### src/source/uart_bridge_pkg.sv
`default_nettype none

package uart_bridge_pkg;

  // host command: {rd, addr[6:0], wdata[7:0]}
  typedef logic [15:0] cmd_t;
  typedef logic [7:0]  byte_t;
  typedef logic [10:0] frame_t;

  localparam int CMD_RD_BIT = 15;

  // start, 8 data lsb first, odd parity, stop
  localparam int FRAME_BITS = 11;

  // bit times a read reply may take to start
  localparam int TMO_BITS = 32;

  typedef enum logic [2:0] {
    LS_IDLE,
    LS_SEND_ADDR,
    LS_SEND_DATA,
    LS_WAIT_RSP,
    LS_RECV,
    LS_HOLD
  } link_state_t;

  // shifted out from bit 0 upward
  function automatic frame_t build_frame(input byte_t data);
    build_frame = {1'b1, ~^data, data, 1'b0};
  endfunction

endpackage

`default_nettype wire
### src/source/cmd_dispatch.sv
`default_nettype none

module cmd_dispatch #(
  parameter  int NUM_CH = 4,
  localparam int CH_W   = (NUM_CH > 1) ? $clog2(NUM_CH) : 1
) (
  input  logic                  clk,
  input  logic                  rst_n,
  input  uart_bridge_pkg::cmd_t cmd_in,
  input  logic [CH_W-1:0]       cmd_ch,
  input  logic                  cmd_vld,
  input  logic [NUM_CH-1:0]     link_busy,
  output logic                  cmd_rdy,
  output logic [NUM_CH-1:0]     link_start,
  output uart_bridge_pkg::cmd_t link_cmd
);

  logic ch_ok;
  logic accept;

  // channel numbers past NUM_CH are never ready
  assign ch_ok   = int'(cmd_ch) < NUM_CH;
  assign cmd_rdy = ch_ok ? ~link_busy[cmd_ch] : 1'b0;
  assign accept  = cmd_vld & cmd_rdy;

  always_ff @(posedge clk or negedge rst_n) begin
    if (!rst_n) begin
      link_start <= '0;
    end else if (accept) begin
      link_start <= NUM_CH'(1) << cmd_ch;
    end else begin
      link_start <= '0;
    end
  end

  always_ff @(posedge clk) begin
    if (accept) begin
      link_cmd <= cmd_in;
    end
  end

endmodule

`default_nettype wire

### config.mk
export PLATFORM = sky130hd
export DESIGN_NAME = cmd_dispatch
export DESIGN_NICKNAME = d
export VERILOG_FILES = /design/src/source/uart_bridge_pkg.sv /design/src/source/cmd_dispatch.sv
export SDC_FILE = /design/constraint.sdc
export NUM_CORES = 1
export LEC_CHECK = 0
export ABC_AREA = 1
export BUFFER_PORTS_ARGS = -buffer_cell sky130_fd_sc_hd__buf_2
export CORE_MARGIN = 2
export CORE_UTILIZATION = 42
export DETAILED_ROUTE_END_ITERATION = 8
export GPL_TIMING_DRIVEN = 0
export HOLD_SLACK_MARGIN = 0.02
export MAX_ROUTING_LAYER = met4
export PLACE_DENSITY = 0.81
export RECOVER_POWER = 25
export SYNTH_ARGS = -nofsm -noshare
export SYNTH_HDL_FRONTEND = slang
export SYNTH_SLANG_ARGS = --single-unit
export TNS_END_PERCENT = 30
### constraint.sdc
create_clock -name clk -period 1.1 [get_ports clk]
set_input_delay 0.11 -clock clk [delete_from_list [all_inputs] [get_ports clk]]
set_output_delay 0.11 -clock clk [all_outputs]
set_load 0.05 [all_outputs]
==> impl_metrics.ini <==
[status]
run_status = finished, final reports clean

[logic_synthesis]
syn_nets = 67
synth_warnings = 0
synth_top_area_share_pct = 70.1
synth.distinct_cells = 10
synth_largest_area_cell = edfxtp_1
syn_area_per_cell_sq_um = 16.3
ys_top_cells_by_area = edfxtp_1, dfrtp_1, nand2_1
synthesis.area_sq_um = 686
yosysSeqAreaShare_pct = 84.7
postSynthCellCount = 42
synth.ff_latch_count = 20

[final_layout]
fillers = 92
layout-drive-gt1-share_pct = 49.1
design_area_sq_um = 1130
syn2layout_area_growth_pct = 64.4
fin_cells = 124
n_antenna_cell = 0
final_nets = 134

[clocking]
cts_buffer_depth = 2
cts_buf_count = 3
root_buffer_cell = clkbuf_4
clkSlewWorstSetupHoldPaths_ns = 0.11
post_cts_buffers = 0
h-tree-depth = 1
cts_num_sinks = 20
cts_tree = done

[placement]
post-place-cells = 103
place_congestion = 0.659
buffers_added_on_ports = 45
post-dp-hpwl_mm = 1.05
postPlaceCellArea_sq_um = 931

[detailed_routing]
drt_iter0_markers = 8
dr_total_vias = 557
via_to_cell_ratio = 4.49
detailed_routing_iteration_count_for_the_pre_antenna_repair_pass = 4
antenna_left = 0
totalWireLength_mm = 1.78
drc_markers = 0
detail_route.wl_per_cell_microns = 14.4

[critical_path]
critPathBufInv = 1
cell_family_contributing_the_most_delay_on_the_critical_path = flip-flops
critical_path_arrival_ns = 0.93
timing.critical_path.required_ns = 0.99
critical-path-max-stage-delay_ns = 0.36
setup_crit_path_kind = flop to primary output
crit_end_category = primary output
crit_chain = buf_2
library_cell_contributing_the_largest_single_delay_on_the_critical_path = dfrtp_1
cp-start-kind = flop
worstPathMaxFanout = 1

[global_routing]
grt_antenna_before_repair = 0
globalRouteOverflowTotal = 0
first_global_vias = 548
grt_first_pass_wirelength_mm = 2.53
largest_net_degree_at_the_start_of_global_routing = 17
grt_util_all_layers_pct = 19.9

[floorplanning]
floorplan.rows = 14
floorplan.io_pins = 46
die_width_microns = 44.4
die_height_microns = 44.4
design.core.area_sq_um = 1520
initial_utilization_pct = 45.0
dieArea_sq_um = 1970

[pwr]
power_density_nw_per_um2 = 1510
cellLeakagePower_nw = 0.544
irDropWorstVdd_uv = 728

[sta]
worst_pin_slew_ns = 0.338
max_freq_ghz = 0.963
timing_max_transition_violations_final = 0
period_share_pct = 94.4
timing.setup.tns_ns = 0
hold_violations = 0
max-slew-margin-rel_pct = 77.4
final_period_minus_worst_setup_slack_ns = 1.04
rsz0062_at_grt = no
setup_violations_final = 0

[job]
timing.max_cap.violations = 0

[hold_path]
hp_class = input port to flop
[final timing paths]
path | startpoint | to | slack (ns) | cells past startpoint
worst max-delay path | link_start[3] | link_start[3] | 0.06 | 1
worst min-delay path | cmd_ch[1] | link_start[2] | 0.05 | 3
max in group asynchronous | rst_n | link_start[1] | 0.71 | 2
min in group asynchronous | rst_n | link_start[2] | 0.19 | 2
[cell usage after synthesis, drive strengths merged]
master / number
edfxtp: 16
dfrtp: 4
nand3: 1
nand4: 2
nor2: 2
nand2: 10
inv: 6
and2: 1
[routing by layer]
layer	GRT usage, %	up-vias	wire [microns]
met2	34.1	39	845
li1	-	276	-
met1	22.7	238	748
met3	2.04	4	160
met5	-	-	0
met4	10.9	0	30
[where the power goes]
group          switching, mW  internal [mW]
clock                  0.214          0.132
combinational          0.325          0.125
sequential            0.0168          0.890
[timing repair]
item | 4_1_cts | 5_1_grt
hold buffers | 17 | 0
endpoints found under the hold margin | 20 | 0
resized for setup | 0 | 1
setup endpoints to repair | 0 | 16
[kinds of logic (layout without fill, tap and decap cells)]
family        count (synthesis)  count (layout)  share of synthesized area, %
flops                        20              20                          84.7
simple gates                 16              16                          12.0
buf+inv                       6              72                          3.28
[stage by stage]
| stage | hold WS, ns | setup slack (ns) | total power, mW | utilization (%) |
|---|---|---|---|---|
| 2_1_floorplan | -0.186 | 0.0265 | 1.20 | - |
| 3_5_place_dp | -0.0839 | -0.294 | 1.32 | 61.1 |
| 5_1_grt | 0.0578 | 0.0409 | 1.76 | 74.0 |
| 3_3_place_gp | -0.0873 | -0.263 | 1.31 | 61.1 |
| 4_1_cts | 0.0536 | 0.0170 | 1.69 | 74.0 |
| 6_report | 0.0550 | 0.0615 | 1.70 | 74.0 |
[cell usage in the layout, fill, tap and decap left out, drive strengths merged]
cell type / netlist / layout
nand3: 1 / 1
clkinvlp: 0 / 1
edfxtp: 16 / 16
nand4: 2 / 2
dfrtp: 4 / 4
nand2: 10 / 10
inv: 6 / 5
buf: 0 / 44
clkinv: 0 / 1
clkbuf: 0 / 4
and2: 1 / 1
dlygate4sd3: 0 / 17
nor2: 2 / 2
[layout make-up]
cell class	count	area [sq um]	area share, %
inverter	6	26.3	2.33
sequential	20	581	51.5
multi-input combinational	16	80.1	7.10
timing repair buffer	62	394	35.0
clock buffer	3	22.5	2.00
clock inverter	1	3.75	0.333
tap	16	20.0	1.78
[registers in the layout, indices dropped and copies added, names as in the netlist]
register,flops
link_cmd,16
link_start,4
(Power assumes the default switching activity.)
