$ cat src/source/uart_bridge_pkg.sv
`default_nettype none

package uart_bridge_pkg;

  // host command: {rd, addr[6:0], wdata[7:0]}
  typedef logic [15:0] cmd_t;
  typedef logic [7:0]  byte_t;
  typedef logic [10:0] frame_t;

  localparam int CMD_RD_BIT = 15;

  // start, 8 data lsb first, odd parity, stop
  localparam int FRAME_BITS = 11;

  // bit times a read reply may take to start
  localparam int TMO_BITS = 32;

  typedef enum logic [2:0] {
    LS_IDLE,
    LS_SEND_ADDR,
    LS_SEND_DATA,
    LS_WAIT_RSP,
    LS_RECV,
    LS_HOLD
  } link_state_t;

  // shifted out from bit 0 upward
  function automatic frame_t build_frame(input byte_t data);
    build_frame = {1'b1, ~^data, data, 1'b0};
  endfunction

endpackage

`default_nettype wire
$ cat src/source/link_rsp_if.sv
`default_nettype none

interface link_rsp_if;

  logic                   rsp_vld;
  uart_bridge_pkg::byte_t rsp_data;
  logic                   rsp_perr;
  logic                   rsp_tmo;
  // one cycle, from the collector
  logic                   rsp_taken;

  modport link (
    output rsp_vld,
    output rsp_data,
    output rsp_perr,
    output rsp_tmo,
    input  rsp_taken
  );

  modport collector (
    input  rsp_vld,
    input  rsp_data,
    input  rsp_perr,
    input  rsp_tmo,
    output rsp_taken
  );

endinterface

`default_nettype wire

$ cat src/source/uart_link.sv
`default_nettype none

module uart_link #(
  parameter int CLKS_PER_BIT = 434
) (
  input  logic                  clk,
  input  logic                  rst_n,
  input  logic                  start,
  input  uart_bridge_pkg::cmd_t cmd,
  input  logic                  rx,
  output logic                  tx,
  output logic                  busy,
  link_rsp_if.link              rsp
);

  localparam int CNT_W = $clog2(CLKS_PER_BIT + 1);
  localparam int IDX_W = $clog2(uart_bridge_pkg::TMO_BITS + 1);

  localparam logic [CNT_W-1:0] CNT_LAST = CNT_W'(CLKS_PER_BIT - 1);
  localparam logic [CNT_W-1:0] CNT_MID  = CNT_W'(CLKS_PER_BIT / 2 - 1);
  localparam logic [IDX_W-1:0] IDX_STOP = IDX_W'(uart_bridge_pkg::FRAME_BITS - 1);
  localparam logic [IDX_W-1:0] IDX_PAR  = IDX_W'(uart_bridge_pkg::FRAME_BITS - 2);
  localparam logic [IDX_W-1:0] IDX_TMO  = IDX_W'(uart_bridge_pkg::TMO_BITS - 1);

  uart_bridge_pkg::link_state_t state;
  uart_bridge_pkg::cmd_t        cmd_q;
  uart_bridge_pkg::frame_t      tx_sr;
  uart_bridge_pkg::byte_t       rx_sr;

  logic [CNT_W-1:0] cnt;
  logic [IDX_W-1:0] bit_idx;
  logic             bit_end;
  logic             mid_bit;
  logic             rx_meta;
  logic             rx_sync;
  logic             rx_prev;
  logic             rx_fall;
  logic             tmo_hit;
  logic             data_smp;
  logic             perr_q;
  logic             tmo_q;
  logic             vld_q;

  assign bit_end = cnt == CNT_LAST;
  assign mid_bit = cnt == CNT_MID;
  assign rx_fall = rx_prev & ~rx_sync;

  assign tmo_hit  = (state == uart_bridge_pkg::LS_WAIT_RSP) && !rx_fall && bit_end &&
                    (bit_idx == IDX_TMO);
  assign data_smp = (state == uart_bridge_pkg::LS_RECV) && mid_bit &&
                    (bit_idx != '0) && (bit_idx < IDX_PAR);

  assign tx   = tx_sr[0];
  // start counts so the dispatcher sees the channel taken at once
  assign busy = start | (state != uart_bridge_pkg::LS_IDLE);

  assign rsp.rsp_vld  = vld_q;
  assign rsp.rsp_data = rx_sr;
  assign rsp.rsp_perr = perr_q;
  assign rsp.rsp_tmo  = tmo_q;

  // two-stage sync, then one more flop for the edge
  always_ff @(posedge clk or negedge rst_n) begin
    if (!rst_n) begin
      rx_meta <= 1'b1;
      rx_sync <= 1'b1;
      rx_prev <= 1'b1;
    end else begin
      rx_meta <= rx;
      rx_sync <= rx_meta;
      rx_prev <= rx_sync;
    end
  end

  always_ff @(posedge clk or negedge rst_n) begin
    if (!rst_n) begin
      state   <= uart_bridge_pkg::LS_IDLE;
      cnt     <= '0;
      bit_idx <= '0;
      tx_sr   <= '1;
      perr_q  <= 1'b0;
      tmo_q   <= 1'b0;
      vld_q   <= 1'b0;
    end else begin
      case (state)
        uart_bridge_pkg::LS_IDLE: begin
          if (start) begin
            state   <= uart_bridge_pkg::LS_SEND_ADDR;
            tx_sr   <= uart_bridge_pkg::build_frame(cmd[15:8]);
            cnt     <= '0;
            bit_idx <= '0;
            perr_q  <= 1'b0;
            tmo_q   <= 1'b0;
          end
        end
        uart_bridge_pkg::LS_SEND_ADDR, uart_bridge_pkg::LS_SEND_DATA: begin
          if (!bit_end) begin
            cnt <= cnt + 1'b1;
          end else if (bit_idx != IDX_STOP) begin
            cnt     <= '0;
            bit_idx <= bit_idx + 1'b1;
            tx_sr   <= {1'b1, tx_sr[uart_bridge_pkg::FRAME_BITS-1:1]};
          end else begin
            cnt     <= '0;
            bit_idx <= '0;
            tx_sr   <= '1;
            if (state == uart_bridge_pkg::LS_SEND_DATA) begin
              state <= uart_bridge_pkg::LS_IDLE;
            end else if (cmd_q[uart_bridge_pkg::CMD_RD_BIT]) begin
              state <= uart_bridge_pkg::LS_WAIT_RSP;
            end else begin
              // write: data frame follows with no gap
              state <= uart_bridge_pkg::LS_SEND_DATA;
              tx_sr <= uart_bridge_pkg::build_frame(cmd_q[7:0]);
            end
          end
        end
        uart_bridge_pkg::LS_WAIT_RSP: begin
          if (rx_fall) begin
            state   <= uart_bridge_pkg::LS_RECV;
            cnt     <= '0;
            bit_idx <= '0;
          end else if (tmo_hit) begin
            state <= uart_bridge_pkg::LS_HOLD;
            tmo_q <= 1'b1;
            vld_q <= 1'b1;
          end else if (bit_end) begin
            cnt     <= '0;
            bit_idx <= bit_idx + 1'b1;
          end else begin
            cnt <= cnt + 1'b1;
          end
        end
        uart_bridge_pkg::LS_RECV: begin
          if (mid_bit && bit_idx == IDX_PAR) begin
            // odd count of ones over data and parity is good
            perr_q <= ~(^{rx_sr, rx_sync});
          end
          if (mid_bit && bit_idx == IDX_STOP) begin
            state <= uart_bridge_pkg::LS_HOLD;
            vld_q <= 1'b1;
          end else if (bit_end) begin
            cnt     <= '0;
            bit_idx <= bit_idx + 1'b1;
          end else begin
            cnt <= cnt + 1'b1;
          end
        end
        uart_bridge_pkg::LS_HOLD: begin
          if (rsp.rsp_taken) begin
            state <= uart_bridge_pkg::LS_IDLE;
            vld_q <= 1'b0;
          end
        end
        default: begin
          state <= uart_bridge_pkg::LS_IDLE;
        end
      endcase
    end
  end

  always_ff @(posedge clk) begin
    if (start && state == uart_bridge_pkg::LS_IDLE) begin
      cmd_q <= cmd;
    end
    // lsb arrives first
    if (tmo_hit) begin
      rx_sr <= '0;
    end else if (data_smp) begin
      rx_sr <= {rx_sync, rx_sr[7:1]};
    end
  end

endmodule

`default_nettype wire

$ cat src/flat_wrapper.sv
// flat-port wrapper written by rule: the top's interface ports become plain ports
module uart_link_flat 
#(
  parameter int CLKS_PER_BIT = 434
)
  (clk, rst_n, start, cmd, rx, tx, busy, rsp_rsp_vld, rsp_rsp_data, rsp_rsp_perr, rsp_rsp_tmo, rsp_rsp_taken);
  link_rsp_if rsp_i ();
  input  logic clk;
  input  logic rst_n;
  input  logic start;
  input  uart_bridge_pkg::cmd_t cmd;
  input  logic rx;
  output logic tx;
  output logic busy;
  output wire logic [$bits(rsp_i.rsp_vld)-1:0] rsp_rsp_vld;
  output wire logic [$bits(rsp_i.rsp_data)-1:0] rsp_rsp_data;
  output wire logic [$bits(rsp_i.rsp_perr)-1:0] rsp_rsp_perr;
  output wire logic [$bits(rsp_i.rsp_tmo)-1:0] rsp_rsp_tmo;
  input wire logic [$bits(rsp_i.rsp_taken)-1:0] rsp_rsp_taken;
  assign rsp_rsp_vld = rsp_i.rsp_vld;
  assign rsp_rsp_data = rsp_i.rsp_data;
  assign rsp_rsp_perr = rsp_i.rsp_perr;
  assign rsp_rsp_tmo = rsp_i.rsp_tmo;
  assign rsp_i.rsp_taken = rsp_rsp_taken;
  uart_link #(.CLKS_PER_BIT(CLKS_PER_BIT)) u_core (.clk(clk), .rst_n(rst_n), .start(start), .cmd(cmd), .rx(rx), .tx(tx), .busy(busy), .rsp(rsp_i));
endmodule
$ cat config.mk
export PLATFORM = sky130hd
export DESIGN_NAME = uart_link_flat
export DESIGN_NICKNAME = d
export VERILOG_FILES = /design/src/source/uart_bridge_pkg.sv /design/src/source/link_rsp_if.sv /design/src/source/uart_link.sv /design/src/flat_wrapper.sv
export SDC_FILE = /design/constraint.sdc
export NUM_CORES = 1
export LEC_CHECK = 0
export ABC_CLOCK_PERIOD_IN_PS = 2500
export BUFFER_PORTS_ARGS = -buffer_cell sky130_fd_sc_hd__buf_2
export CAP_MARGIN = 20
export CORE_ASPECT_RATIO = 2
export CORE_UTILIZATION = 58
export DETAILED_ROUTE_END_ITERATION = 16
export PLACE_DENSITY = 0.87
export SLEW_MARGIN = 20
export SYNTH_ARGS = -nofsm -noshare
export SYNTH_HDL_FRONTEND = slang
export SYNTH_SLANG_ARGS = --single-unit
$ cat constraint.sdc
create_clock -name clk -period 2.5 [get_ports clk]
set_input_delay 0.25 -clock clk [delete_from_list [all_inputs] [get_ports clk]]
set_output_delay 0.25 -clock clk [all_outputs]
set_load 0.02 [all_outputs]
==> flow_summary.toml <==
[outcome]
outcome = "complete, no violations"

[yosys]
synth_most_common_cell = "sky130_fd_sc_hd__nor2_1"
postSynth.topFlopCell = "sky130_fd_sc_hd__dfrtp_1"
seq_area_frac_synth_pct = 44.26
post-synth-top-area-fraction_pct = 17.93
area_share_of_fa_ha_maj_cells_after_synthesis_pct = 3.414
synth_commonest_cells = "sky130_fd_sc_hd__nor2_1 (29), sky130_fd_sc_hd__nand2_1 (22), sky130_fd_sc_hd__dfrtp_1 (21)"
synth-xor-area-share_pct = 6.872
async_flop_share_pct = 66.67
synthDistinctLibCells = 62
multiplexer_fraction_of_the_synthesized_cell_area_pct = 4.225
compound_cell_area_share_of_the_yosys_netlist_pct = 18.57
synth_top_family_by_area = "simple AND/OR/NAND/NOR gates"
synth_top_cells_by_area = "sky130_fd_sc_hd__dfrtp_1 (18%), sky130_fd_sc_hd__dfstp_2 (12%), sky130_fd_sc_hd__edfxtp_1 (9.2%), sky130_fd_sc_hd__xnor2_1 (5.7%), sky130_fd_sc_hd__dfxtp_1 (5.5%)"
synth_area_in_simple_gates_pct = 19.29
yosys_warnings = 0
yosys_register_bits = 51
synthDominantAreaCellType = "sky130_fd_sc_hd__dfrtp_1"
postSynthCellCount = 290
synthesis.area_um2 = 2932
synth-edff-count = 9
synth_area_per_cell_um2 = 10.11
synthesis.nets = 319

[setup_path]
worst_ep_required_time_ps = 2710
cp_slowest_cell = "sky130_fd_sc_hd__dfrtp_1"
arrival_ps = 2440
critical_path.cell_chain = "ha_1 -> and3_1 -> nand4_1 -> o32a_1 -> nand3_1 -> a221o_1"
critPathKind = "flip-flop to flip-flop"
type_of_destination_of_the_critical_path = "flip-flop"
critical_path.max_stage_delay_ps = 450
critPathLaunchType = "flip-flop"
worst-path-max-fanout = 10

[clocking]
post-cts-setup-buffers = 0
cts.sink_count = 51
clock_tree.buffer_depth = 2
inserted_clock_buffers = 5
htree_num_levels = 2
clk-insertion-delay-late_ps = 320
cts.clk_slew.worst_paths_ps = 90
cts_hold_repair.buffers = 0
ctsResizeCount = 0
tritoncts = "done"
ctsRootBufferMaster = "sky130_fd_sc_hd__clkbuf_8"

[power_and_ir_drop]
cell_internal_pwr_mw = 1.766
switchingPower_mw = 1.229
switching_share_pct = 41.05
leakage_power_nw = 1.433
fraction_of_power_consumed_by_the_clock_network_pct = 15.7
worst_vdd_rail_ir_drop_uv = 685.5
powerDensity_nw_per_um2 = 922.7
combPwrFrac_pct = 43.0
pwr-share-seq_pct = 41.3

[sta]
fin_crit_ps = 2233
final.setup.tns_ps = 0
setup_failing_eps_final = 0
hold_slack_ps = 0.7718
fin_crit_sh_pct = 89.33
maxSlewHeadroom_pct = 48.50
clock-skew-final_ps = 9.910
slew_viol_final = 0
fmaxAchievable_mhz = 447.8
unrepaired_setup_endpoints_after_global_routing = "no"
max_slew.worst_pin.slew_ps = 772.5
timing_hold_violations_final = 0

[cells_and_area]
areaGrowthSynthToFinish_pct = 10.71
seqCellArea_um2 = 1297
proportion_of_layout_cells_with_a_drive_suffix_above_1_pct = 22.09
fillerInstances = 394
num_antenna_cells = 0
final_cell_area_um2 = 3246
nets = 354
area_of_combinational_cells_with_multiple_inputs_um2 = 1535
final_core_utilization_pct = 66.72

[global_route]
grt_pass1_vias = 2338
grt_max_degree = 35
gr_ovfl_total = 0
grt_first_pass_wirelength_mm = 11.03
grt_antenna_before_repair = 0
global_route.usage.total_pct = 28.83

[floorplan]
floorplan.initialDensity_pct = 60.26
placementRows = 36
die_height_um = 102.5
floorplan.die.width_um = 52.27
ioPinCount = 34
die_outline_area_um2 = 5360
core_area_um2 = 4865

[route]
drt_pass1_iterations = 4
route.detailed.vias_per_inst = 6.258
route.detailed.drc = 0
drt-initial-drc-count = 64
routed-via-count = 2397
routed_wire_length_per_instance_um = 17.92
antenna_violating_nets_post_route = 0
routed_wl_mm = 6.865

[hold_path]
min-delay-path-class = "input pin to asynchronous set/reset pin"

[job]
max_cap_violations = 0

[place]
number_of_port_buffers = 33
gp_congestion = 0.9312
detailed_place.area_um2 = 3159
hpwlAfterDp_mm = 5.342
-- metrics by stage --
stage	power, mW	setup WS (ps)	instances
floorplan	2.170	547.2	290
global placement	2.489	359.7	375
detailed placement	2.534	300.7	375
CTS	3.005	283.1	383
global route	3.209	133.2	383
finish	2.995	266.7	383
-- path summary, 6_finish.rpt --
check / start / endpoint / slack (ps) / depth (start not counted)
max in group asynchronous: rst_n / u_core.cnt[7] / 2010 / 1
worst min register to register: u_core.rx_meta / u_core.rx_sync / 360 / 0
min in group clk: rx / u_core.rx_meta / 20 / 1
worst max-delay path: u_core.bit_idx[0] / u_core.bit_idx[4] / 270 / 6
worst min-delay path: rst_n / u_core.bit_idx[3] / 0.8 / 1
worst max register to register: u_core.bit_idx[0] / u_core.bit_idx[4] / 270 / 6
-- worst max-delay path, delay by kind of cell, from the launching register on --
kind / cells / cell delay (ps)
AOI/OAI and AO/OA: 2 / 800
adders and majority gates: 1 / 280
and+or+nand+nor: 3 / 590
DFF: 1 / 450
-- layer usage --
layer	vias to the layer above	part of all wire, %	global-route usage, %
li1	1138	-	-
met3	27	3.5	6.785
met5	-	0	0
met2	69	58	52.17
met4	0	4.5	20.24
met1	1163	34	27.19
-- power by group through the flow --
stage               Sequential [mW]  Combinational (mW)  Clock, mW
floorplan                      1.19               0.979          0
global placement               1.24                1.25          0
detailed placement             1.25                1.28          0
CTS                            1.23                1.29      0.485
global route                   1.26                1.43      0.521
finish                         1.24                1.29      0.469
-- flip-flops by register name (all words and copies together) (netlist names) --
signal,flops
u_core.tx_sr,10
u_core.rx_prev,1
u_core.rx_meta,1
u_core.rsp.rsp_data,8
u_core.rsp.rsp_vld,1
u_core.rsp.rsp_tmo,1
u_core.cmd_q,9
u_core.rx_sync,1
u_core.rsp.rsp_perr,1
u_core.cnt,9
u_core.bit_idx,6
u_core.state,3
-- cell type report --
class                           count  share of cell area, %
Inverter                           12                  1.388
Sequential cell                    51                  39.98
Clock inverter                      2                 0.4241
Multi-Input combinational cell    216                  47.30
Clock buffer                        6                  2.236
Timing Repair Buffer               39                  6.477
Tap cell                           57                  2.197
-- cell usage in the layout, fill, tap and decap left out, types with 3 or more instances in the layout --
cell type / netlist / routed
sky130_fd_sc_hd__buf_4: 0 / 6
sky130_fd_sc_hd__nand3_1: 8 / 8
sky130_fd_sc_hd__o21ai_1: 7 / 7
sky130_fd_sc_hd__buf_2: 4 / 33
sky130_fd_sc_hd__dfxtp_1: 8 / 8
sky130_fd_sc_hd__ha_1: 8 / 8
sky130_fd_sc_hd__o22ai_1: 9 / 9
sky130_fd_sc_hd__nor3_1: 5 / 5
sky130_fd_sc_hd__a21oi_1: 5 / 5
sky130_fd_sc_hd__a22o_1: 6 / 6
sky130_fd_sc_hd__dfstp_2: 13 / 13
sky130_fd_sc_hd__clkbuf_8: 0 / 5
sky130_fd_sc_hd__nand2_1: 22 / 22
sky130_fd_sc_hd__a31oi_1: 5 / 5
sky130_fd_sc_hd__mux2i_1: 9 / 9
sky130_fd_sc_hd__xnor2_1: 19 / 19
sky130_fd_sc_hd__o21ai_0: 5 / 5
sky130_fd_sc_hd__and4_1: 3 / 3
sky130_fd_sc_hd__nand4_1: 6 / 6
sky130_fd_sc_hd__a211oi_1: 3 / 3
sky130_fd_sc_hd__inv_1: 12 / 12
sky130_fd_sc_hd__dfrtp_1: 21 / 21
sky130_fd_sc_hd__o31ai_1: 8 / 8
sky130_fd_sc_hd__nor2b_1: 4 / 4
sky130_fd_sc_hd__o2bb2ai_1: 4 / 4
sky130_fd_sc_hd__and2_1: 3 / 3
sky130_fd_sc_hd__o211ai_1: 4 / 4
sky130_fd_sc_hd__xor2_1: 4 / 4
sky130_fd_sc_hd__edfxtp_1: 9 / 9
sky130_fd_sc_hd__nor2_1: 29 / 29
-- logic make-up after synthesis --
kind of cell,after synthesis
compound gates,72
xor+xnor,23
fa+ha+maj,8
buf+inv,23
flops,51
mux,12
simple gates,101
No activity file was read; power rests on OpenSTA's default activity.
